**src/hw/cache_pkg.sv**
```systemverilog
`default_nettype none

package cache_pkg;

    localparam int WORDS_PER_LINE = 4;

    typedef logic [31:0] word_t;
    typedef logic [31:0] addr_t;
    typedef logic [WORDS_PER_LINE*32-1:0] line_t;
    typedef logic [1:0] htrans_t;
    typedef logic [2:0] hburst_t;

    // AHB transfer codes
    localparam htrans_t HTRANS_IDLE   = 2'b00;
    localparam htrans_t HTRANS_NONSEQ = 2'b10;
    localparam htrans_t HTRANS_SEQ    = 2'b11;

    // AHB burst codes
    localparam hburst_t HBURST_SINGLE = 3'b000;
    localparam hburst_t HBURST_WRAP4  = 3'b010;

    typedef enum logic [1:0] {
        IDLE,
        LOOKUP,
        FILL,
        WRITE
    } ctrl_state_t;

endpackage

`default_nettype wire

```
**src/hw/cache_ctrl.sv**
```systemverilog
`timescale 1ns/1ps
`default_nettype none

module cache_ctrl (
    input  wire  upstream_intf,
    input  wire  rst_n,
    input  wire  req,
    input  wire  req_write,
    input  wire  hit,
    input  wire  done,
    output logic fill_start,
    output logic write_start,
    output logic tag_set,
    output logic tag_clear,
    output logic hreadyout
);

    import cache_pkg::*;

    ctrl_state_t state_q;
    ctrl_state_t state;
    ctrl_state_t state_next;

    // lookup happens in the cycle the registered request appears
    assign state = (state_q == IDLE && req) ? LOOKUP : state_q;

    always_comb begin
        state_next  = state_q;
        fill_start  = 1'b0;
        write_start = 1'b0;
        tag_set     = 1'b0;
        tag_clear   = 1'b0;
        hreadyout   = 1'b1;
        case (state)
            IDLE: begin
                state_next = IDLE;
            end
            LOOKUP: begin
                if (req_write) begin
                    // write-through and a hit drops the line
                    write_start = 1'b1;
                    tag_clear   = hit;
                    hreadyout   = 1'b0;
                    state_next  = WRITE;
                end else if (!hit) begin
                    fill_start = 1'b1;
                    hreadyout  = 1'b0;
                    state_next = FILL;
                end else begin
                    state_next = IDLE;
                end
            end
            FILL: begin
                hreadyout = 1'b0;
                if (done) begin
                    tag_set    = 1'b1;
                    state_next = IDLE;
                end
            end
            WRITE: begin
                hreadyout = 1'b0;
                if (done) begin
                    state_next = IDLE;
                end
            end
            default: begin
                state_next = IDLE;
            end
        endcase
    end

    always_ff @(posedge upstream_intf or negedge rst_n) begin
        if (!rst_n) begin
            state_q <= IDLE;
        end else begin
            state_q <= state_next;
        end
    end

endmodule

`default_nettype wire

```
**config.mk**
```make
export PLATFORM = sky130hd
export DESIGN_NAME = cache_ctrl
export DESIGN_NICKNAME = d
export VERILOG_FILES = /design/src/hw/cache_pkg.sv /design/src/hw/cache_ctrl.sv
export SDC_FILE = /design/constraint.sdc
export NUM_CORES = 1
export LEC_CHECK = 0
export ABC_CLOCK_PERIOD_IN_PS = 2840
export BUFFER_PORTS_ARGS = -buffer_cell sky130_fd_sc_hd__clkbuf_2
export CAP_MARGIN = 20
export CORE_AREA = 2 2 39 41
export DETAILED_ROUTE_END_ITERATION = 10
export DIE_AREA = 0 0 41 43
export GPL_TIMING_DRIVEN = 1
export PLACE_DENSITY = 0.36
export SETUP_SLACK_MARGIN = 0.4
export SLEW_MARGIN = 20
export SYNTH_ARGS = -nofsm -noshare
export SYNTH_HDL_FRONTEND = slang
export SYNTH_SLANG_ARGS = --single-unit
```
**constraint.sdc**
```tcl
create_clock -name upstream_intf -period 2.84 [get_ports upstream_intf]
set_input_delay 0.568 -clock upstream_intf [delete_from_list [all_inputs] [get_ports upstream_intf]]
set_output_delay 0.568 -clock upstream_intf [all_outputs]
set_load 0.005 [all_outputs]
```
==> Word level (Yosys, flattened, before mapping) <==
Index checks and enable logic that the tools add are counted.
{ "classes": {"reduce_logical": 4, "n_eq_ne": 4, "muxes": 17} }
{ "op_table": {"columns": ["operator", "count"], "rows": [
  ["two-way mux 1 bit", 11],
  ["two-way mux 2 bit", 4],
  ["case mux 2 bit (3 select lines)", 1],
  ["== test 2 bit, second input constant", 2],
  ["logical NOT 2 bit", 2],
  ["== test 2 x 1 -> 1 bit, second input constant", 1],
  ["inequality test 2 x 1 -> 1 bit, second input constant", 1],
  ["case mux 1 bit (2 select lines)", 1],
  ["OR reduction 2 bit", 1],
  ["logical AND 1 bit", 1]
]} }
{ "totals": {"wordCells": 26, "ff_bits": 2} }

==> Depth between registers and ports, before layout <==
{ "logic_depth": {"depth_word": 6, "depth_mapped": 3} }

==> Least setup slack after synthesis <==
OpenSTA, ideal clock, no wires.
{ "synth_path": {"kind": "input to output", "from": "in req", "to": "out tag_clear", "path_slack_ns": 1.324, "t_arrival_ns": 0.948, "stages": 3, "cell_sequence": "nor2_1 > nor2_1 > and2_1"} }
{ "synth_via": {"elab_chain_len": 4} }
{ "synth_lines": {"columns": ["item", "line", "text"], "rows": [
  ["start, declared", "cache_ctrl.sv:7", "input wire req,"],
  ["logical AND 1 bit", "cache_ctrl.sv:25", "assign state = (state_q == IDLE && req) ? LOOKUP : state_q;"],
  ["two-way mux 2 bit", "cache_ctrl.sv:25", null],
  ["== test 2 x 1 -> 1 bit", "cache_ctrl.sv:34", "case (state)"],
  ["two-way mux 1 bit", "cache_ctrl.sv:34", null],
  ["end, declared", "cache_ctrl.sv:14", "output logic tag_clear,"]
]} }
No other way between the ends.

==> Worst setup path after layout <==
{ "layout_path": {"from": "reg state_q[1]", "to": "out tag_clear"} }
{ "layout_via": {"elab_chain_len": 5} }
{ "layout_lines": {"columns": ["item", "line", "text"], "rows": [
  ["start, declared", "cache_ctrl.sv:20", "ctrl_state_t state_q;"],
  ["start signal, assigned", "cache_ctrl.sv:76", "state_q <= state_next;"],
  ["logical NOT 2 bit", "cache_ctrl.sv:25", null],
  ["logical AND 1 bit", "cache_ctrl.sv:25", null],
  ["two-way mux 2 bit *", "cache_ctrl.sv:25", null],
  ["== test 2 x 1 -> 1 bit *", "cache_ctrl.sv:34", null],
  ["two-way mux 1 bit *", "cache_ctrl.sv:34", null]
]} }
Every way passes the cells marked *; elsewhere a longest branch is shown, timed or not.

==> metrics <==
nets 38; max layer used met3; Initial Utilization 9.40%; capturing element type of the critical path primary output; total CTS buffers 3; switching share of power 29.3%; post-synth cell types 10; via count 153; worst skew pair latency 220 ps; Worst EP arrival 1160 ps; mapped cell area 130 µm²; pre-CTS setup slack 1110 ps; Tmin final 1730 ps; layout cells sized above 1 43.3%; Biggest register state_q; DR DRC count 0; Flop pwr share 30.0%; maximum vdd drop 0.000219 V; number of cell rows 14; DIE WIDTH 41 µm; Synth Instances 17; HPWL after DPL 313 µm; met2 wire len 79 µm; fin crit share 60.8%; register area share after synthesis 38.5%; end of the worst register-to-register path state_q[1]$_DFFE_PN0P_; largest net degree at the start of global routing 7; Net Count, Synth 23; RR Startpoint state_q[0]$_DFFE_PN0P_; Hold Path Class input port to async pin; Worst slew margin 85.1%; Area growth, synth to finish 71.2%; clk_skew 1.97 ps; # fillers 171; Leak 0.129 nW; PD cells 669 nW/µm²; grt ovf 0; clock share of power 40.6%; worst path bufs/invs 1; CTS tree yes; worst-path fanout max 6; post-CTS setup repair buffer count 0; Largest regs state_q: 2 flops; critical path's top delay family flip-flops; register bit total from synthesis 2; DR iter-0 viols 3; number of I/O port buffers 10; reg2reg path depth 3; Switch Pwr 0.0436 mW; M1 WL 202 µm; hold-fix buffers at CTS 0; Final Setup Violations 0; # diodes 0; Setup WS post-layout 1110 ps; io pins 11; Worst path depth 4; TNS Setup 0 ps; CTS sink cnt 2; Synth area leader dfrtp_1; fmax 579 MHz; final hold violations 0; Routed Antenna Nets 0; worst path required time 2270 ps; footprint of the multi-input gates 72.6 µm²; most frequent cells in the layout 10 x clkbuf_2, 4 x nor2_1, 3 x clkbuf_4; core area 1380 µm²; max FFs per register 2; Syn. warnings 0; maximum buffer depth of the clock tree 2; commonest non-fill, non-tap cell in the layout clkbuf_2; drt wl/cell 7.78 µm; number of antenna violations at the first check in global routing 0; cts repair resizes 0; mean post-synth cell area 7.65 µm²; Crit-path slowest cell dfrtp_1; Avg Vias per Cell 3.33; die height 43 µm; CP Class flip-flop to primary output; combinational fraction of design power 29.4%; status complete, no violations; RSZ-0062 raised after global routing false; Total Wirelength 358 µm; routability cong. 0.627; ranking of synthesized cells by area dfrtp_1 38%, nor2_1 12%, nand2b_1 9.6%; first-pass GRT wire length 607 µm; clk slew on worst S/H paths 30 ps; max-slew violations 0; Die ar. 1760 µm²; CP Launch Type flip-flop; vias in the first global route 150; GR Util All Layers 6.03%; Synth top area share 38.5%; clock root cell clkbuf_4; Pint 0.105 mW; H-tree Lvls 1; Worst path max stage delay 420 ps; wire length on met3 75 µm; reg-to-reg slack, setup 1880 ps; Pre-antenna DRT Iters 3; Max Cap Viol 0; Least-Margin Pin Slew 221 ps; worst-path cell chain nand2b_1 > nor2_1 > and2_1 > clkbuf_2; register area 50.0 µm²
worst max-delay path by stage:
| stage | end | start |
|---|---|---|
| detailed placement | tag_clear | req |
| floorplan | tag_clear | req |
| finish | tag_clear | state_q[1]$_DFFE_PN0P_ |
| CTS | tag_clear | state_q[1]$_DFFE_PN0P_ |
| global route | tag_clear | state_q[1]$_DFFE_PN0P_ |
| global placement | tag_clear | req |
cells by family after synthesis:
group | count (synthesis) | share of synthesized area, %
buffers and inverters | 2 | 5.77
and+or+nand+nor | 10 | 36.5
AOI/OAI and AO/OA | 3 | 19.2
DFF | 2 | 38.5
routing by layer:
layer | vias up | track usage, %
li1 | 85 | -
met1 | 55 | 8.39
met2 | 13 | 4.06
met3 | 0 | 7.85
met4 | 0 | 4.00
met5 | - | 0
synthesized netlist by cell type:
library cell	number
nor2_1	4
and2_1	1
nand2b_1	2
inv_1	2
nand2_1	2
dfrtp_1	2
a32o_1	1
a21bo_1	1
nor4_1	1
a21oi_1	1
power groups by stage:
stage / logic, mW / registers (mW) / clock network [mW]
6_report: 0.0439 / 0.0447 / 0.0604
5_1_grt: 0.0509 / 0.0461 / 0.0710
4_1_cts: 0.0446 / 0.0446 / 0.0654
3_5_place_dp: 0.0442 / 0.0449 / 0
3_3_place_gp: 0.0450 / 0.0458 / 0
2_1_floorplan: 0.0260 / 0.0429 / 0
area by class of cell:
type	instances	share of cell area (%)
Multi-Input combinational cell	13	32.6
Sequential cell	2	22.5
Timing Repair Buffer	10	22.5
Clock buffer	3	10.1
Tap cell	16	8.99
Inverter	2	3.37
stage by stage:
stage          cell area, µm²  utilization (%)  hold slack (ps)  power (mW)  cells
2_1_floorplan             130                -              272      0.0689     17
3_3_place_gp              200             14.5              360      0.0908     43
3_5_place_dp              200             14.5              358      0.0892     43
4_1_cts                   223             16.1              119       0.155     46
5_1_grt                   223             16.1              108       0.168     46
6_report                  223             16.1              128       0.149     46
Note: power is estimated with default switching activity, not from simulation.
