<file path="src/hw/cache_pkg.sv">
`default_nettype none

package cache_pkg;

    localparam int WORDS_PER_LINE = 4;

    typedef logic [31:0] word_t;
    typedef logic [31:0] addr_t;
    typedef logic [WORDS_PER_LINE*32-1:0] line_t;
    typedef logic [1:0] htrans_t;
    typedef logic [2:0] hburst_t;

    // AHB transfer codes
    localparam htrans_t HTRANS_IDLE   = 2'b00;
    localparam htrans_t HTRANS_NONSEQ = 2'b10;
    localparam htrans_t HTRANS_SEQ    = 2'b11;

    // AHB burst codes
    localparam hburst_t HBURST_SINGLE = 3'b000;
    localparam hburst_t HBURST_WRAP4  = 3'b010;

    typedef enum logic [1:0] {
        IDLE,
        LOOKUP,
        FILL,
        WRITE
    } ctrl_state_t;

endpackage

`default_nettype wire

</file>
<file path="src/hw/line_fill_master.sv">
`timescale 1ns/1ps
`default_nettype none

module line_fill_master (
    input  wire                upstream_intf,
    input  wire                rst_n,
    input  wire                fill_start,
    input  wire                write_start,
    input  wire cache_pkg::addr_t   addr,
    input  wire cache_pkg::word_t   wdata,
    input  wire cache_pkg::word_t   hrdata,
    input  wire                hready,
    output cache_pkg::addr_t   haddr,
    output cache_pkg::htrans_t htrans,
    output cache_pkg::hburst_t hburst,
    output logic               hwrite,
    output cache_pkg::word_t   hwdata,
    output logic               beat_valid,
    output logic [1:0]         beat_word,
    output cache_pkg::word_t   beat_data,
    output logic               done
);

    import cache_pkg::*;

    // address phases still to issue after the current one
    logic [1:0] beats_left;
    logic       aph_accept;
    logic       dph_valid;
    logic       dph_write;
    logic       dph_last;
    logic [1:0] dph_word;

    assign aph_accept = hready && (htrans != HTRANS_IDLE);

    always_ff @(posedge upstream_intf or negedge rst_n) begin
        if (!rst_n) begin
            haddr      <= '0;
            htrans     <= HTRANS_IDLE;
            hburst     <= HBURST_SINGLE;
            hwrite     <= 1'b0;
            beats_left <= '0;
        end else if (fill_start) begin
            // critical word first
            haddr      <= {addr[31:2], 2'b00};
            htrans     <= HTRANS_NONSEQ;
            hburst     <= HBURST_WRAP4;
            hwrite     <= 1'b0;
            beats_left <= 2'(WORDS_PER_LINE - 1);
        end else if (write_start) begin
            haddr      <= {addr[31:2], 2'b00};
            htrans     <= HTRANS_NONSEQ;
            hburst     <= HBURST_SINGLE;
            hwrite     <= 1'b1;
            beats_left <= '0;
        end else if (aph_accept) begin
            if (beats_left != 2'd0) begin
                // wrap inside the 16-byte line
                haddr[3:2] <= haddr[3:2] + 2'd1;
                htrans     <= HTRANS_SEQ;
                beats_left <= beats_left - 2'd1;
            end else begin
                htrans <= HTRANS_IDLE;
            end
        end
    end

    // data phase runs one beat behind the address phase
    always_ff @(posedge upstream_intf or negedge rst_n) begin
        if (!rst_n) begin
            dph_valid <= 1'b0;
            dph_write <= 1'b0;
            dph_last  <= 1'b0;
            dph_word  <= '0;
        end else if (hready) begin
            dph_valid <= aph_accept;
            if (aph_accept) begin
                dph_write <= hwrite;
                dph_last  <= (beats_left == 2'd0);
                dph_word  <= haddr[3:2];
            end
        end
    end

    always_ff @(posedge upstream_intf) begin
        if (aph_accept && hwrite) begin
            hwdata <= wdata;
        end
    end

    assign beat_valid = dph_valid && hready && !dph_write;
    assign beat_word  = dph_word;
    assign beat_data  = hrdata;
    assign done       = dph_valid && hready && dph_last;

endmodule

`default_nettype wire
</file>
<file path="config.mk">
export PLATFORM = sky130hd
export DESIGN_NAME = line_fill_master
export DESIGN_NICKNAME = d
export VERILOG_FILES = /design/src/hw/cache_pkg.sv /design/src/hw/line_fill_master.sv
export SDC_FILE = /design/constraint.sdc
export NUM_CORES = 1
export LEC_CHECK = 0
export ABC_AREA = 1
export BUFFER_PORTS_ARGS = -buffer_cell sky130_fd_sc_hd__buf_2
export CELL_PAD_IN_SITES_DETAIL_PLACEMENT = 1
export CELL_PAD_IN_SITES_GLOBAL_PLACEMENT = 2
export CORE_MARGIN = 2
export CORE_UTILIZATION = 21
export CTS_BUF_LIST = sky130_fd_sc_hd__clkbuf_8
export DETAILED_ROUTE_END_ITERATION = 8
export MAX_ROUTING_LAYER = met4
export PLACE_DENSITY_LB_ADDON = 0.1
export SLEW_MARGIN = 10
export SYNTH_ARGS = -nofsm -noshare
export SYNTH_HDL_FRONTEND = slang
export SYNTH_SLANG_ARGS = --single-unit
</file>
<file path="constraint.sdc">
create_clock -name upstream_intf -period 2.5 [get_ports upstream_intf]
set_input_delay 0.5 -clock upstream_intf [delete_from_list [all_inputs] [get_ports upstream_intf]]
set_output_delay 0.5 -clock upstream_intf [all_outputs]
set_load 0.01 [all_outputs]
</file>
## After elaboration in Yosys (flattened, before gate mapping)

Cells that the tools add are included.

- Register bits: 77
- Input bits: 101
- Output and inout port bits: 106
- Word-level logic and storage cells: 45

- Add/subtract/negate cells: 2
- Mux-type cells: 18
- Reductions and logical operators: 14

Operators with widths:

| cell | count |
|---|---|
| 32-bit two-way mux | 1 |
| 28-bit two-way mux | 1 |
| 2-bit two-way mux | 12 |
| 3-bit two-way mux | 2 |
| 2-bit nonzero test | 3 |
| 3-bit nonzero test | 2 |
| 1-bit logical AND | 5 |
| 2-bit AND reduction | 2 |
| 2-bit by 1-bit adder with 2-bit output, second input constant | 1 |
| 2-bit zero test | 1 |
| 1-bit two-way mux | 2 |
| 2-bit by 1-bit subtractor with 2-bit output, second input constant | 1 |
| 1-bit zero test | 1 |

## Depth between registers and ports, before layout

- Depth in word-level cells: 5
- Depth in mapped cells: 7
- Depth with buffers taken out: 7

## Worst setup path after synthesis

No wires, ideal clock.

- Kind: reg2reg
- Start: register htrans[0]
- End: register hwdata[0] (enable)
- Library setup time: 0.421 ns
- Arrival time: 2.042 ns
- Required time: 2.079 ns
- Slack: 0.037 ns
- Cell stages (with the launch flop): 5
- Buffers on the path: 0
- Period minus slack after synthesis: 2.463 ns
- Cells stage by stage: dfrtp_1 > inv_1 > nand2_1 > nand2_1 > nor2_1

- Cells in the longest elaborated chain, start to end: 3

RTL lines:

| what | line | RTL |
|---|---|---|
| start: declaration | line_fill_master.sv:14 | `output cache_pkg::htrans_t htrans,` |
| start signal: assignment | line_fill_master.sv:39 | `htrans <= HTRANS_IDLE;` |
| start signal: assignment | line_fill_master.sv:46 | `htrans <= HTRANS_NONSEQ;` |
| start signal: assignment | line_fill_master.sv:52 | `htrans <= HTRANS_NONSEQ;` |
| 2-bit nonzero test | line_fill_master.sv:34 | `assign aph_accept = hready && (htrans != HTRANS_IDLE);` |
| 1-bit logical AND | line_fill_master.sv:34 |  |
| 1-bit logical AND | line_fill_master.sv:86 | `if (aph_accept && hwrite) begin` |
| end signal: assignment | line_fill_master.sv:87 | `hwdata <= wdata;` |
| end: declaration | line_fill_master.sv:17 | `output cache_pkg::word_t hwdata,` |

No other way between the ends.
A chain may end at the register's enable or synchronous reset.

## Worst setup path after layout

- Start: register dph_write
- End: output port beat_valid

- Cells in the longest elaborated chain, start to end: 2

RTL lines:

| what | line | RTL |
|---|---|---|
| start: declaration | line_fill_master.sv:30 | `logic dph_write;` |
| start signal: assignment | line_fill_master.sv:78 | `dph_write <= hwrite;` |
| 1-bit zero test | line_fill_master.sv:91 | `assign beat_valid = dph_valid && hready && !dph_write;` |
| 1-bit logical AND | line_fill_master.sv:91 |  |
| end: declaration | line_fill_master.sv:18 | `output logic beat_valid,` |

No other way between the ends.

==> out/metrics.yaml <==
sta:
  slew_viol_final: 0
  slew-limit-headroom_pct: 64.9
  hold_viol: 0
  postLayoutSetupSlackWorst_ns: 0.912
  setup_viol: 0
  skew_ns: 0.00723
  finalSetupTns_ns: 0
  worstMarginPinSlew_ns: 0.526
  finalCriticalPeriod_ns: 1.59
  fin_crit_sh_pct: 63.5
  max_clock_freq_mhz: 630
  rsz0062_at_grt: "no"
yosys:
  syn-cell-area_um2: 2890
  synth_cells: 258
  yosysWarnings: 0
  yosysMostFrequentCell: "nand2_1"
  synth-seq-cells: 73
  synth_edf_count: 32
  synth.distinct_cells: 21
  syn_avg_cell_area_um2: 11.2
  yosys.area.top_type: "dfrtp_1"
  ys_seq_area_share_pct: 68.7
  synth.top_cells.by_count: "nand2_1 (105), dfrtp_1 (41), buf_4 (36)"
  ys_top_cells_by_area: "dfrtp_1 (35%), edfxtp_1 (33%), nand2_1 (14%)"
  ys.flop_type: "dfrtp_1"
  async_flop_share_pct: 56.2
  netlist.area_leader.share_pct: 35.5
grt:
  grt_max_degree: 33
  grt_pass1_vias: 2242
  grt_overflow_total: 0
  antenna_found_initial: 1
  grt_pass1_wl_um: 11600
  track_usage_pct: 10.8
clock_network:
  cts_buffers: 9
  clk-insertion-delay-late_ns: 0.36
  cts-resized-gates: 0
  cts_root_buf: "clkbuf_8"
  postCtsSetupRepairBufs: 0
  path_clk_slew_ns: 0.08
  clockBufferDepth: 2
  htreeDepth: 3
  cts_tree: "done"
  cts_hold_buffers: 0
  clock-sinks: 73
setup_path:
  rr_worst_depth: 5
  cp_slowest_stage_delay_ns: 0.39
  slowest_stage: "dfrtp_1"
  reg2reg_to: "hwdata[15]$_DFFE_PP_"
  crit_type: "register to output pin"
  crit_buf_inv: 1
  worstPathMaxFanout: 2
  crit_family: "flip-flops"
  r2r_start: "htrans[0]$_DFFE_PN0P_"
  crit_chain: "nor3_1 > buf_2"
  cp.required_ns: 2.00
  critPathArrivalTime_ns: 1.09
  worstSetupStartpointType: "register"
  reg2reg_slack_ns: 0.92
  critPathCaptureType: "output pin"
hold_path:
  hold_class: "input port to asynchronous set/reset pin"
die:
  coreArea_um2: 13300
  start_util_pct: 21.7
  die_w_um: 121
  chipHeight_um: 121
  row_count: 42
  die_area_um2: 14700
  io_pins: 207
route:
  wire_per_inst_um: 13.3
  drc: 0
  wl_um: 7320
  ant_nets: 0
  dr.pass1.iters: 4
  drt_iter0_markers: 81
  drt-vias-per-instance: 3.77
  vias: 2083
placement:
  gp_congestion: 0.640
  dp_slack_ns: 0.756
  portBuffers: 136
  dpl.hpwl_um: 5250
power_and_ir_drop:
  leakagePower_nw: 1.88
  irDropWorstVdd_uv: 205
  cellPowerDensity_nw_per_um2: 725
status:
  outcome: "finished clean"
cells_and_area:
  fillCellCount: 1553
  area_growth_pct: 30.2
  layout-drive-gt1-share_pct: 43.2
  layout.nets: 472
  fin_util_pct: 28.2
flow_run:
  max-cap-violations: 0
## worst register-to-register path: cells and delay by family, from the launching register on
kind,cells,cell delay [ns]
flip-flops,1,0.39
AND/OR/NAND/NOR,3,0.58
buffers and inverters,2,0.29
## logic make-up after synthesis
| logic type | after synthesis | synth area share (%) |
|---|---|---|
| AND/OR/NAND/NOR | 117 | 16.3 |
| flip-flops | 73 | 68.7 |
| other | 1 | 0.130 |
| buffers and inverters | 55 | 12.3 |
| adder cells (fa/ha/maj) | 1 | 0.433 |
| AO/OA/AOI/OAI | 11 | 2.08 |
## how the worst max path moves through the flow
stage,startpoint,slack [ns],end,depth (start not counted)
6_report,dph_write$_DFFE_PN0P_,0.91,beat_valid,2
5_1_grt,htrans[0]$_DFFE_PN0P_,0.74,hwdata[22]$_DFFE_PP_,5
4_1_cts,htrans[0]$_DFFE_PN0P_,0.86,hwdata[15]$_DFFE_PP_,5
3_5_place_dp,hready,0.76,hwdata[22]$_DFFE_PP_,4
3_3_place_gp,hready,0.76,hwdata[22]$_DFFE_PP_,4
2_1_floorplan,htrans[0]$_DFFE_PN0P_,0.04,hwdata[0]$_DFFE_PP_,4
## sequential cells by signal (all words and copies together) (netlist names)
signal      count
dph_write       1
haddr          30
htrans          2
hwdata         32
hwrite          1
dph_valid       1
beats_left      2
hburst          1
beat_word       2
dph_last        1
## power breakdown
| part | internal (W) | switching [W] | total, W |
|---|---|---|---|
| combinational | 0.000127 | 0.000187 | 0.000314 |
| sequential | 0.00134 | 0.0000362 | 0.00137 |
| clock | 0.000562 | 0.000480 | 0.00104 |
| total | 0.00203 | 0.000703 | 0.00273 |
## final cells by class
type                    instances  area, um2  area share [%]
flip-flops and latches         73       1990            52.8
well taps                     176        220            5.85
inverters                      13       48.8            1.30
clock buffers                   9        124            3.29
diodes                          1       2.50          0.0665
clock inverters                 7       95.1            2.53
repair buffers                140        723            19.2
multi-input cells             133        562            14.9
## placed cells by master, fill, tap and decap left out, types with 2 or more instances in the layout
master      netlist  layout
o21ai_0           7       7
buf_4            36       3
bufinv_16         0       2
nand3_1           5       5
buf_2             5     136
inv_2             2       2
dfrtp_1          41      41
conb_1            1       4
inv_1            11      12
a21oi_1           2       2
clkbuf_8          0       9
nand2_1         105     105
clkinvlp_4        0       3
edfxtp_1         32      32
nor3_1            2       2
## metrics by stage
stage / hold WS, ns / std cells / area (um2) / power, W
after floorplan: 0.204 / 261 / 2900 / 0.00160
after global placement: 0.459 / 535 / 3540 / 0.00172
after detailed placement: 0.460 / 535 / 3540 / 0.00173
after CTS: 0.113 / 551 / 3760 / 0.00280
after global routing: 0.125 / 552 / 3760 / 0.00291
final: 0.114 / 552 / 3760 / 0.00273
## metal layers
metal  vias up  routed length [um]  share of wire (%)  track usage [%]
met1       948                3470                 47             13.5
li1        999                   -                  -                -
met5         -                   0                  0                -
met2       124                2910                 40             15.1
met3        12                 782                 11             4.56
met4         0                 154                2.1             5.17
No activity file was read; power rests on OpenSTA's default activity.
