`src/hw/cache_pkg.sv`:
```
`default_nettype none

package cache_pkg;

    localparam int WORDS_PER_LINE = 4;

    typedef logic [31:0] word_t;
    typedef logic [31:0] addr_t;
    typedef logic [WORDS_PER_LINE*32-1:0] line_t;
    typedef logic [1:0] htrans_t;
    typedef logic [2:0] hburst_t;

    // AHB transfer codes
    localparam htrans_t HTRANS_IDLE   = 2'b00;
    localparam htrans_t HTRANS_NONSEQ = 2'b10;
    localparam htrans_t HTRANS_SEQ    = 2'b11;

    // AHB burst codes
    localparam hburst_t HBURST_SINGLE = 3'b000;
    localparam hburst_t HBURST_WRAP4  = 3'b010;

    typedef enum logic [1:0] {
        IDLE,
        LOOKUP,
        FILL,
        WRITE
    } ctrl_state_t;

endpackage

`default_nettype wire

```
`src/hw/ahb_req_capture.sv`:
```
`timescale 1ns/1ps
`default_nettype none

module ahb_req_capture (
    input  wire                upstream_intf,
    input  wire                rst_n,
    input  wire                hsel,
    input  wire cache_pkg::addr_t   haddr,
    input  wire cache_pkg::htrans_t htrans,
    input  wire                hwrite,
    input  wire cache_pkg::word_t   hwdata,
    input  wire                hready,
    output logic               req,
    output cache_pkg::addr_t   req_addr,
    output logic               req_write,
    output cache_pkg::word_t   req_wdata
);

    import cache_pkg::*;

    logic accept;

    // only NONSEQ and SEQ carry a transfer
    assign accept = hsel && hready && (htrans == HTRANS_NONSEQ || htrans == HTRANS_SEQ);

    always_ff @(posedge upstream_intf or negedge rst_n) begin
        if (!rst_n) begin
            req       <= 1'b0;
            req_addr  <= '0;
            req_write <= 1'b0;
        end else begin
            req <= accept;
            if (accept) begin
                req_addr  <= haddr;
                req_write <= hwrite;
            end
        end
    end

    // write data follows its address by one cycle
    always_ff @(posedge upstream_intf) begin
        if (req && req_write) begin
            req_wdata <= hwdata;
        end
    end

endmodule

`default_nettype wire

```
`config.mk`:
```
export PLATFORM = sky130hd
export DESIGN_NAME = ahb_req_capture
export DESIGN_NICKNAME = d
export VERILOG_FILES = /design/src/hw/cache_pkg.sv /design/src/hw/ahb_req_capture.sv
export SDC_FILE = /design/constraint.sdc
export NUM_CORES = 1
export LEC_CHECK = 0
export ABC_AREA = 0
export BUFFER_PORTS_ARGS = -buffer_cell sky130_fd_sc_hd__buf_2
export CAP_MARGIN = 10
export CORE_MARGIN = 8
export CORE_UTILIZATION = 43
export CTS_CLUSTER_DIAMETER = 30
export DETAILED_ROUTE_END_ITERATION = 16
export PLACE_DENSITY = 0.79
export SLEW_MARGIN = 5
export SYNTH_ARGS = -nofsm -noshare
export SYNTH_HDL_FRONTEND = slang
export SYNTH_SLANG_ARGS = --single-unit
```
`constraint.sdc`:
```
create_clock -name upstream_intf -period 1.9 [get_ports upstream_intf]
set_input_delay 0.19 -clock upstream_intf [delete_from_list [all_inputs] [get_ports upstream_intf]]
set_output_delay 0.19 -clock upstream_intf [all_outputs]
set_load 0.05 [all_outputs]
```
* After elaboration in Yosys (flattened, before gate mapping)
Cells that the tools add are included.
Word-level totals: register bits 66, input bits 71, output and inout port bits 66
Cells by class: equality and inequality tests 2, reductions and logical operators 4
Operators by type and width (count):
- 2-bit == test, second input constant | 2
- 1-bit logical AND | 3
- 1-bit logical OR | 1

* Longest topological paths before layout
Gate-level depths: netlist of the first run.
depth in word-level cells 3, depth in mapped cells 3

* Least setup slack after synthesis of the first run
OpenSTA, ideal clock, no wires.
path type flip-flop to flip-flop, start register req_write, end register req_wdata[0] (enable), library setup time 0.392 ns, arrival time 1.503 ns, required time 1.508 ns, path slack 0.005 ns, cell stages (with the launch flop) 2, path buffers 0, path through dfrtp_1 > and2_1
On the way: word-level cells in the longest chain between the ends 1
RTL lines:
- start, declared | RTL line ahb_req_capture.sv:15 | output logic req_write,
- start signal, assigned | RTL line ahb_req_capture.sv:35 | req_write <= hwrite;
- 1-bit logical AND | RTL line ahb_req_capture.sv:42 | if (req && req_write) begin
- end signal, assigned | RTL line ahb_req_capture.sv:43 | req_wdata <= hwdata;
- end, declared | RTL line ahb_req_capture.sv:16 | output cache_pkg::word_t req_wdata
Every way passes these cells. A chain may end at the register's enable or synchronous reset.

* Worst setup path in the final report of the first run
start register req_write, end register req_wdata[12] (enable)
Same word-level chain as after synthesis.

==> impl_metrics.py, run 1 <==
metrics = {
    "synthesis": {
        "syn_area_mm2": 0.00235,
        "synth_cells": 105,
        "ys_seq_area_share_pct": 77.0,
        "synth_fa_ha_area_share_pct": 0,
        "yosysUniqueCellTypes": 8,
        "synth_top_family_by_area": "multiplexers",
        "synthMuxAreaShare_pct": 20.4,
        "syn_area_per_cell_um2": 22.4,
        "syn_nets": 176,
        "synth-simple-area-share_pct": 1.01,
        "synth-compound-area-share_pct": 0,
        "ys_warn_count": 0,
        "synth_xor_area_share_pct": 0,
        "synth.ff_latch_count": 66,
    },
    "place": {
        "globalplace.congestion": 0.782,
        "io_buffers": 135,
        "dpl_cell_area_mm2": 0.00311,
        "dp_hpwl_um": 4280,
    },
    "worst_setup_path": {
        "critPathKind": "register to register",
        "r2r_slack_ns": 0.72,
        "required_ns": 1.89,
        "arrival_ns": 1.17,
        "crit_path_end_kind": "register",
        "start_kind": "register",
        "critical_path.max_fanout": 32,
    },
    "drt": {
        "vias": 1478,
        "wl_per_cell_um": 16.9,
        "drc": 0,
        "ant_nets": 0,
        "drtIter0Drc": 60,
        "wl_um": 5540,
        "firstDrtPassIters": 4,
        "drt-vias-per-instance": 4.51,
    },
    "timing": {
        "slew_violations": 0,
        "min_period_over_period_pct": 62.3,
        "clock_skew_ns": 0.00996,
        "fmax_mhz": 845,
        "worstMarginPinSlew_ns": 0.760,
        "slew_headroom_pct": 49.4,
        "setup_viol": 0,
        "fin_tns_setup_ns": 0,
        "rsz0062_at_grt": "no",
        "hold_viol": 0,
        "period_needed_ns": 1.18,
    },
    "global_route": {
        "grt_usage_pct": 13.9,
        "grt_first_pass_wirelength_um": 8900,
        "grt_overflow": 0,
        "grt_max_degree": 35,
        "antenna_found_initial": 0,
        "grt_pass1_vias": 1694,
    },
    "clock_tree": {
        "clkTransAtPathRegs_ns": 0.07,
        "cts-htree-levels": 3,
        "cts_tree": "built",
        "clkSinkCount": 66,
        "post_cts_resized": 0,
        "cts_buffers": 9,
        "root_buffer": "clkbuf_8",
        "clockBufferDepth": 2,
        "clock_latency_ns": 0.33,
    },
    "floorplan": {
        "start_util_pct": 43.5,
        "die_height_um": 90.0,
        "row_count": 27,
        "coreArea_mm2": 0.00541,
        "ios": 137,
        "fp.dieW_um": 90.0,
        "die_area_mm2": 0.00810,
    },
    "power": {
        "leakagePower_nw": 1.64,
        "ir_worst_vdd_v": 0.000659,
        "p_per_area_mw_per_mm2": 1170,
    },
    "final_layout": {
        "insertedDiodeCount": 0,
        "mostFrequentLayoutCells": "buf_2, dfrtp_1, edfxtp_1, mux2_4, clkbuf_8",
        "finalInstanceArea_mm2": 0.00331,
        "layout_commonest_cell": "buf_2",
        "drive_above_1_share_pct": 72.3,
        "synthToLayoutAreaGrowth_pct": 40.6,
        "nets": 322,
    },
    "worst_hold_path": {
        "hp-class": "input port to register",
    },
    "run_status": {
        "outcome": "completed",
    },
    "run": {
        "drv_cap": 0,
    },
}
critical path: stages, from the launching register on:
cell     delay (ns)
dfrtp_1        0.37
and2_1         0.13
buf_4          0.34
final cells by class:
class,instances,area [µm²]
sequential,66,1810
timing repair buffer,138,713
fill,427,2100
inverter,1,3.75
multi-input combinational,35,504
clock buffer,10,128
clock inverter,6,58.8
tap,72,90.1
where the power goes:
| part | internal [mW] | total (mW) | switching (mW) |
|---|---|---|---|
| combinational | 0.327 | 1.03 | 0.707 |
| clock | 0.597 | 1.09 | 0.494 |
| sequential | 1.66 | 1.74 | 0.0782 |
final timing paths:
path | endpoint | cells past startpoint | start
min reg2reg | req_addr[31] | 1 | req_addr[31]
min | req_wdata[23] | 1 | hwdata[23]
min in group asynchronous | req_addr[11] | 2 | rst_n
max reg2reg | req_wdata[12] | 2 | req_write
max | req_wdata[12] | 2 | req_write
max in group asynchronous | req_addr[4] | 2 | rst_n
flip-flops by register name, indices dropped and copies added (netlist names):
register,count
req_addr,32
req_wdata,32
req_write,1
req,1
stage by stage:
stage | worst slack (ns) | utilization (%) | hold WS [ns] | total power [mW] | std cells
after floorplan | 0.00509 | - | -0.106 | 2.52 | 105
after global placement | 0.600 | 57.6 | 0.305 | 2.79 | 311
after detailed placement | 0.582 | 57.6 | 0.308 | 2.81 | 311
after CTS | 0.682 | 61.2 | 0.00726 | 3.92 | 328
after global routing | 0.621 | 61.2 | 0.00655 | 4.03 | 328
final | 0.716 | 61.2 | 0.0308 | 3.86 | 328
synthesized netlist by cell type (all sizes together):
cell     n  area (µm²)
buf      3        33.8
and2     1        6.26
nand3    1        17.5
dfrtp   34         851
inv      1        3.75
edfxtp  32         961
mux2    33         480
layer usage:
metal,part of all wire [%],vias up,GRT usage (%)
met5,0,-,0
met4,1.4,0,7.07
met3,14,10,7.90
met2,42,108,19.9
met1,42,684,16.3
li1,-,676,-
cell families after synthesis:
family | after synthesis
buf+inv | 4
flops | 66
simple gates | 2
mux | 33
repair_timing:
action | in CTS | in global routing
setup endpoints to repair | 0 | 0
hold buffers | 1 | 0
buffers inserted | 0 | 0
endpoints found under the hold margin | 34 | 0
(Power assumes the default switching activity.)
==> run 2: changes to the inputs <==
Settings changed: CORE_UTILIZATION 43 to 39, PLACE_DENSITY 0.79 to 0.76.
Clock period 1.9 ns to 0.96 ns, I/O delays scaled along.
==> run 2 against run 1 <==
Net effect:
- the run now ends with setup timing left
- clock power is 93% higher
- critical path depth rose by 1
- flip-flop and latch count unchanged
- sequential share of layout area down 15 points
- final area up 42%
==> impl_metrics.py, run 2 (synthesis results as in run 1) <==
metrics = {
    "clock_tree": {
        "clock_latency_ns": 0.34,
        "clockBufferDepth": 2,
        "cts-htree-levels": 3,
        "cts_tree": "built",
        "clkSinkCount": 66,
        "clkTransAtPathRegs_ns": 0.08,
        "cts_buffers": 9,
        "root_buffer": "clkbuf_8",
    },
    "power": {
        "p_int_mw": 5.71,
        "power_frac_comb_pct": 34.0,
        "leakagePower_nw": 2.15,
        "total_power_mw": 8.59,
        "p_per_area_mw_per_mm2": 1830,
        "seqPwrFrac_pct": 41.5,
        "pwr-share-clk_pct": 24.5,
        "ir_worst_vdd_v": 0.00133,
        "switching_share_pct": 33.5,
        "p_switching_mw": 2.88,
    },
    "final_layout": {
        "mostFrequentLayoutCells": "buf_2, dlygate4sd3_1, buf_6, dfrtp_2, edfxtp_1",
        "regArea_mm2": 0.00185,
        "synthToLayoutAreaGrowth_pct": 99.3,
        "layout_commonest_cell": "buf_2",
        "multi_input_area_um2": 507,
        "reg_top3": "req_addr x32, req_wdata x32",
        "drive_above_1_share_pct": 71.0,
        "nets": 407,
        "post-route-util_pct": 79.7,
        "nFillCells": 293,
    },
    "drt": {
        "wl_per_cell_um": 19.3,
        "drt-vias-per-instance": 4.50,
        "wl_um": 8050,
        "vias": 1878,
        "firstDrtPassIters": 4,
        "drtIter0Drc": 71,
        "drc": 0,
        "ant_nets": 0,
    },
    "run": {
        "drv_cap": 0,
    },
    "timing": {
        "worstMarginPinSlew_ns": 0.293,
        "min_period_over_period_pct": 116,
        "period_needed_ns": 1.11,
        "slew_violations": 0,
        "clock_skew_ns": 0.00935,
        "fmax_mhz": 900,
        "slew_headroom_pct": 80.5,
        "rsz0062_at_grt": "yes",
        "setup_viol": 98,
        "hold_viol": 0,
        "timing.final.ws_setup_ns": -0.151,
    },
    "worst_setup_path": {
        "arrival_ns": 1.18,
        "crit_path_end_kind": "register",
        "start_kind": "register",
        "critical_path.max_fanout": 5,
        "critPathKind": "register to register",
        "required_ns": 1.03,
        "startpoint": "req_write",
        "rr_startpoint": "req_write",
    },
    "global_route": {
        "grt_overflow": 0,
        "grt_max_degree": 25,
        "grt_first_pass_wirelength_um": 11700,
        "grt_usage_pct": 18.0,
        "grt_pass1_vias": 2112,
        "antenna_found_initial": 1,
    },
    "place": {
        "io_buffers": 135,
        "dp_hpwl_um": 4730,
        "globalplace.congestion": 0.770,
    },
    "floorplan": {
        "die_height_um": 93.7,
        "die_area_mm2": 0.00878,
        "start_util_pct": 40.0,
        "coreArea_mm2": 0.00589,
        "row_count": 28,
        "fp.dieW_um": 93.7,
        "ios": 137,
    },
    "run_status": {
        "outcome": "finished, violations left",
        "violations": "setup timing",
    },
    "worst_hold_path": {
        "hp-class": "input port to asynchronous set/reset pin",
    },
}
-- run 2: worst max-delay path, cell delays in order (launching register included) --
cell	delay (ns)
dfrtp_2	0.37
and2_4	0.22
buf_12	0.13
clkbuf_16	0.13
-- run 2: through the flow --
step                      TNS, ns  cells  worst slack [ns]  cell area, µm²  hold slack [ns]
after floorplan             -8.97    105            -0.280            2400           -0.200
after global placement          0    320           0.00114            3240          -0.0103
after detailed placement   -0.377    320           -0.0151            3240          -0.0139
after CTS                   -6.63    409            -0.159            4620            0.148
after global routing        -8.96    417            -0.179            4690            0.157
final                       -5.74    417            -0.151            4690            0.155
-- run 2: timing repair --
action,CTS,global route
resized for setup,140,0
gates cloned,1,2
hold endpoints to repair,99,0
hold buffers,66,0
pin swaps,1,0
setup buffers,6,6
endpoints found under the setup margin,98,98
-- run 2: routing by layer --
layer	part of all wire, %	track usage [%]
met1	37	18.5
met2	48	30.1
met3	12	9.27
met4	2.6	8.06
met5	0	0
-- run 2: layout make-up --
cell class	instances	share of cell area [%]
Antenna cell	1	0.0533
Clock inverter	6	0.880
Inverter	1	0.0800
Sequential cell	66	39.5
Tap cell	75	2.00
Multi-Input combinational cell	35	10.8
Timing Repair Buffer	223	43.7
Clock buffer	10	2.93
-- run 2: path summary, 6_finish.rpt --
| check | to | cells after the start | slack [ns] |
|---|---|---|---|
| min in group upstream_intf | req | 4 | 0.23 |
| max reg2reg | req_wdata[29] | 3 | -0.15 |
| max | req_wdata[29] | 3 | -0.15 |
| min reg2reg | req_addr[20] | 1 | 0.53 |
| max in group asynchronous | req_addr[17] | 3 | 0.37 |
| min | req_addr[28] | 2 | 0.16 |
-- run 2: power by group through the flow --
stage	combinational (mW)	clock, mW	sequential [mW]
final	2.92	2.10	3.56
after global routing	3.03	2.28	3.60
after CTS	2.82	2.13	3.55
after detailed placement	2.13	0	3.53
after global placement	2.10	0	3.52
after floorplan	0.427	0	4.61
==> run 3: changes to the inputs <==
Settings changed: CORE_ASPECT_RATIO from default to 1.4.
==> run 3 against run 2 <==
Net effect:
- the flow still finishes with violations (setup timing)
- maximum frequency is 2.0% higher
- sequential power about the same
- flip-flop and latch count unchanged
- highest routed layer unchanged
- sequential share of layout area up 0.57 points
==> impl_metrics.py, run 3 (synthesis results as in run 1) <==
metrics = {
    "timing": {
        "rsz0062_at_grt": "yes",
        "clock_skew_ns": 0.00818,
        "fin_tns_setup_ns": -2.95,
        "setup_viol": 97,
        "slew_violations": 0,
        "worstMarginPinSlew_ns": 0.184,
        "period_needed_ns": 1.09,
        "fmax_mhz": 918,
        "slew_headroom_pct": 87.7,
        "hold_viol": 0,
        "timing.final.ws_setup_ns": -0.129,
        "min_period_over_period_pct": 113,
    },
    "final_layout": {
        "mostFrequentLayoutCells": "buf_2, buf_6, dlygate4sd3_1, dfrtp_2, edfxtp_1",
        "post-route-util_pct": 78.9,
        "regArea_mm2": 0.00185,
        "layout_commonest_cell": "buf_2",
        "nFillCells": 309,
        "stdcell_count": 403,
        "multi_input_area_um2": 507,
        "synthToLayoutAreaGrowth_pct": 96.5,
        "reg_top3": "req_addr x32, req_wdata x32",
        "drive_above_1_share_pct": 71.1,
        "nets": 398,
    },
    "drt": {
        "wl_per_cell_um": 17.9,
        "wl_um": 7230,
        "drtIter0Drc": 84,
        "ant_nets": 0,
        "firstDrtPassIters": 4,
        "drt-vias-per-instance": 4.46,
        "drc": 0,
        "vias": 1796,
    },
    "global_route": {
        "antenna_found_initial": 0,
        "grt_overflow": 0,
        "grt_max_degree": 35,
        "grt_usage_pct": 16.4,
        "grt_pass1_vias": 2118,
        "grt_first_pass_wirelength_um": 10800,
    },
    "power": {
        "ir_worst_vdd_v": 0.00150,
        "leakagePower_nw": 2.12,
        "total_power_mw": 9.00,
        "p_per_area_mw_per_mm2": 1950,
    },
    "worst_setup_path": {
        "critical_path.max_fanout": 2,
        "arrival_ns": 0.99,
        "crit_path_end_kind": "output pin",
        "critPathKind": "register to output pin",
        "start_kind": "register",
        "required_ns": 0.86,
    },
    "clock_tree": {
        "root_buffer": "clkbuf_8",
        "clock_latency_ns": 0.33,
        "cts_tree": "built",
        "cts-htree-levels": 3,
        "clkSinkCount": 66,
        "cts_buffers": 9,
        "clockBufferDepth": 2,
        "clkTransAtPathRegs_ns": 0.08,
    },
    "floorplan": {
        "fp.dieW_um": 81.7,
        "die_area_mm2": 0.00881,
        "coreArea_mm2": 0.00586,
        "ios": 137,
        "die_height_um": 108,
        "row_count": 33,
        "start_util_pct": 40.1,
    },
    "worst_hold_path": {
        "hp-class": "input port to register",
    },
    "run": {
        "drv_cap": 0,
    },
    "place": {
        "globalplace.congestion": 0.667,
        "io_buffers": 135,
        "numPlacedInstances": 313,
    },
    "run_status": {
        "violations": "setup timing",
        "outcome": "finished, violations left",
    },
}
## run 3: changes by cell type in the layout (fill, tap and decap cells not counted), sizes merged, moves of 2 or more
cell and change:
bufinv +2, clkinvlp -2, buf -5, dlygate4sd3 -3
## run 3: report_power, final
part           internal [mW]  switching (mW)  leakage (nW)
combinational           1.33            1.52          1.35
sequential              3.33           0.233         0.659
clock                   1.54            1.06         0.112
## run 3: path summary, 6_finish.rpt
check | from | endpoint | slack (ns) | depth (start not counted)
worst min-delay path | haddr[8] | req_addr[8] | 0.007 | 2
worst max-delay path | req_write | req_write | -0.13 | 2
worst min register to register | req_addr[4] | req_addr[4] | 0.53 | 1
max in group asynchronous | rst_n | req_addr[27] | 0.50 | 3
worst max register to register | req | req_wdata[9] | -0.06 | 2
min in group asynchronous | rst_n | req_addr[8] | 0.26 | 3
## run 3: layout make-up
type                       instances  area share, %
tap                               70           1.89
sequential                        66           40.1
clock buffer                      10           2.98
clock inverter                     6           1.95
timing repair buffer             214           42.0
multi-input combinational         35           11.0
antenna                            1         0.0541
inverter                           1         0.0812
## run 3: routing by layer
layer	up-vias	share of wire, %	wire length [µm]	global-route usage [%]
li1	828	-	-	-
met5	-	0	0	0
met4	0	1.5	107	6.80
met2	91	54	3940	28.6
met1	866	34	2430	16.8
met3	11	10	752	6.35
## run 3: critical path: stages, from the launching register on
cell and delay, ns:
dfrtp_2 0.41, buf_6 0.12, buf_8 0.14
## run 3: what timing repair did
item,CTS,global route
gates cloned,1,1
endpoints found under the hold margin,96,0
hold buffers,63,0
resized for setup,137,2
pin swaps,0,1
setup endpoints to repair,98,98
buffers inserted,8,2
## run 3: stage by stage
stage / cell area, µm² / hold WS [ns] / setup slack, ns
after global placement: 3240 / 0.0684 / -0.00559
after detailed placement: 3240 / 0.0778 / -0.0185
after CTS: 4620 / 0.000899 / -0.150
after floorplan: 2400 / -0.200 / -0.280
after global routing: 4620 / 0.000833 / -0.160
final: 4620 / 0.00660 / -0.129
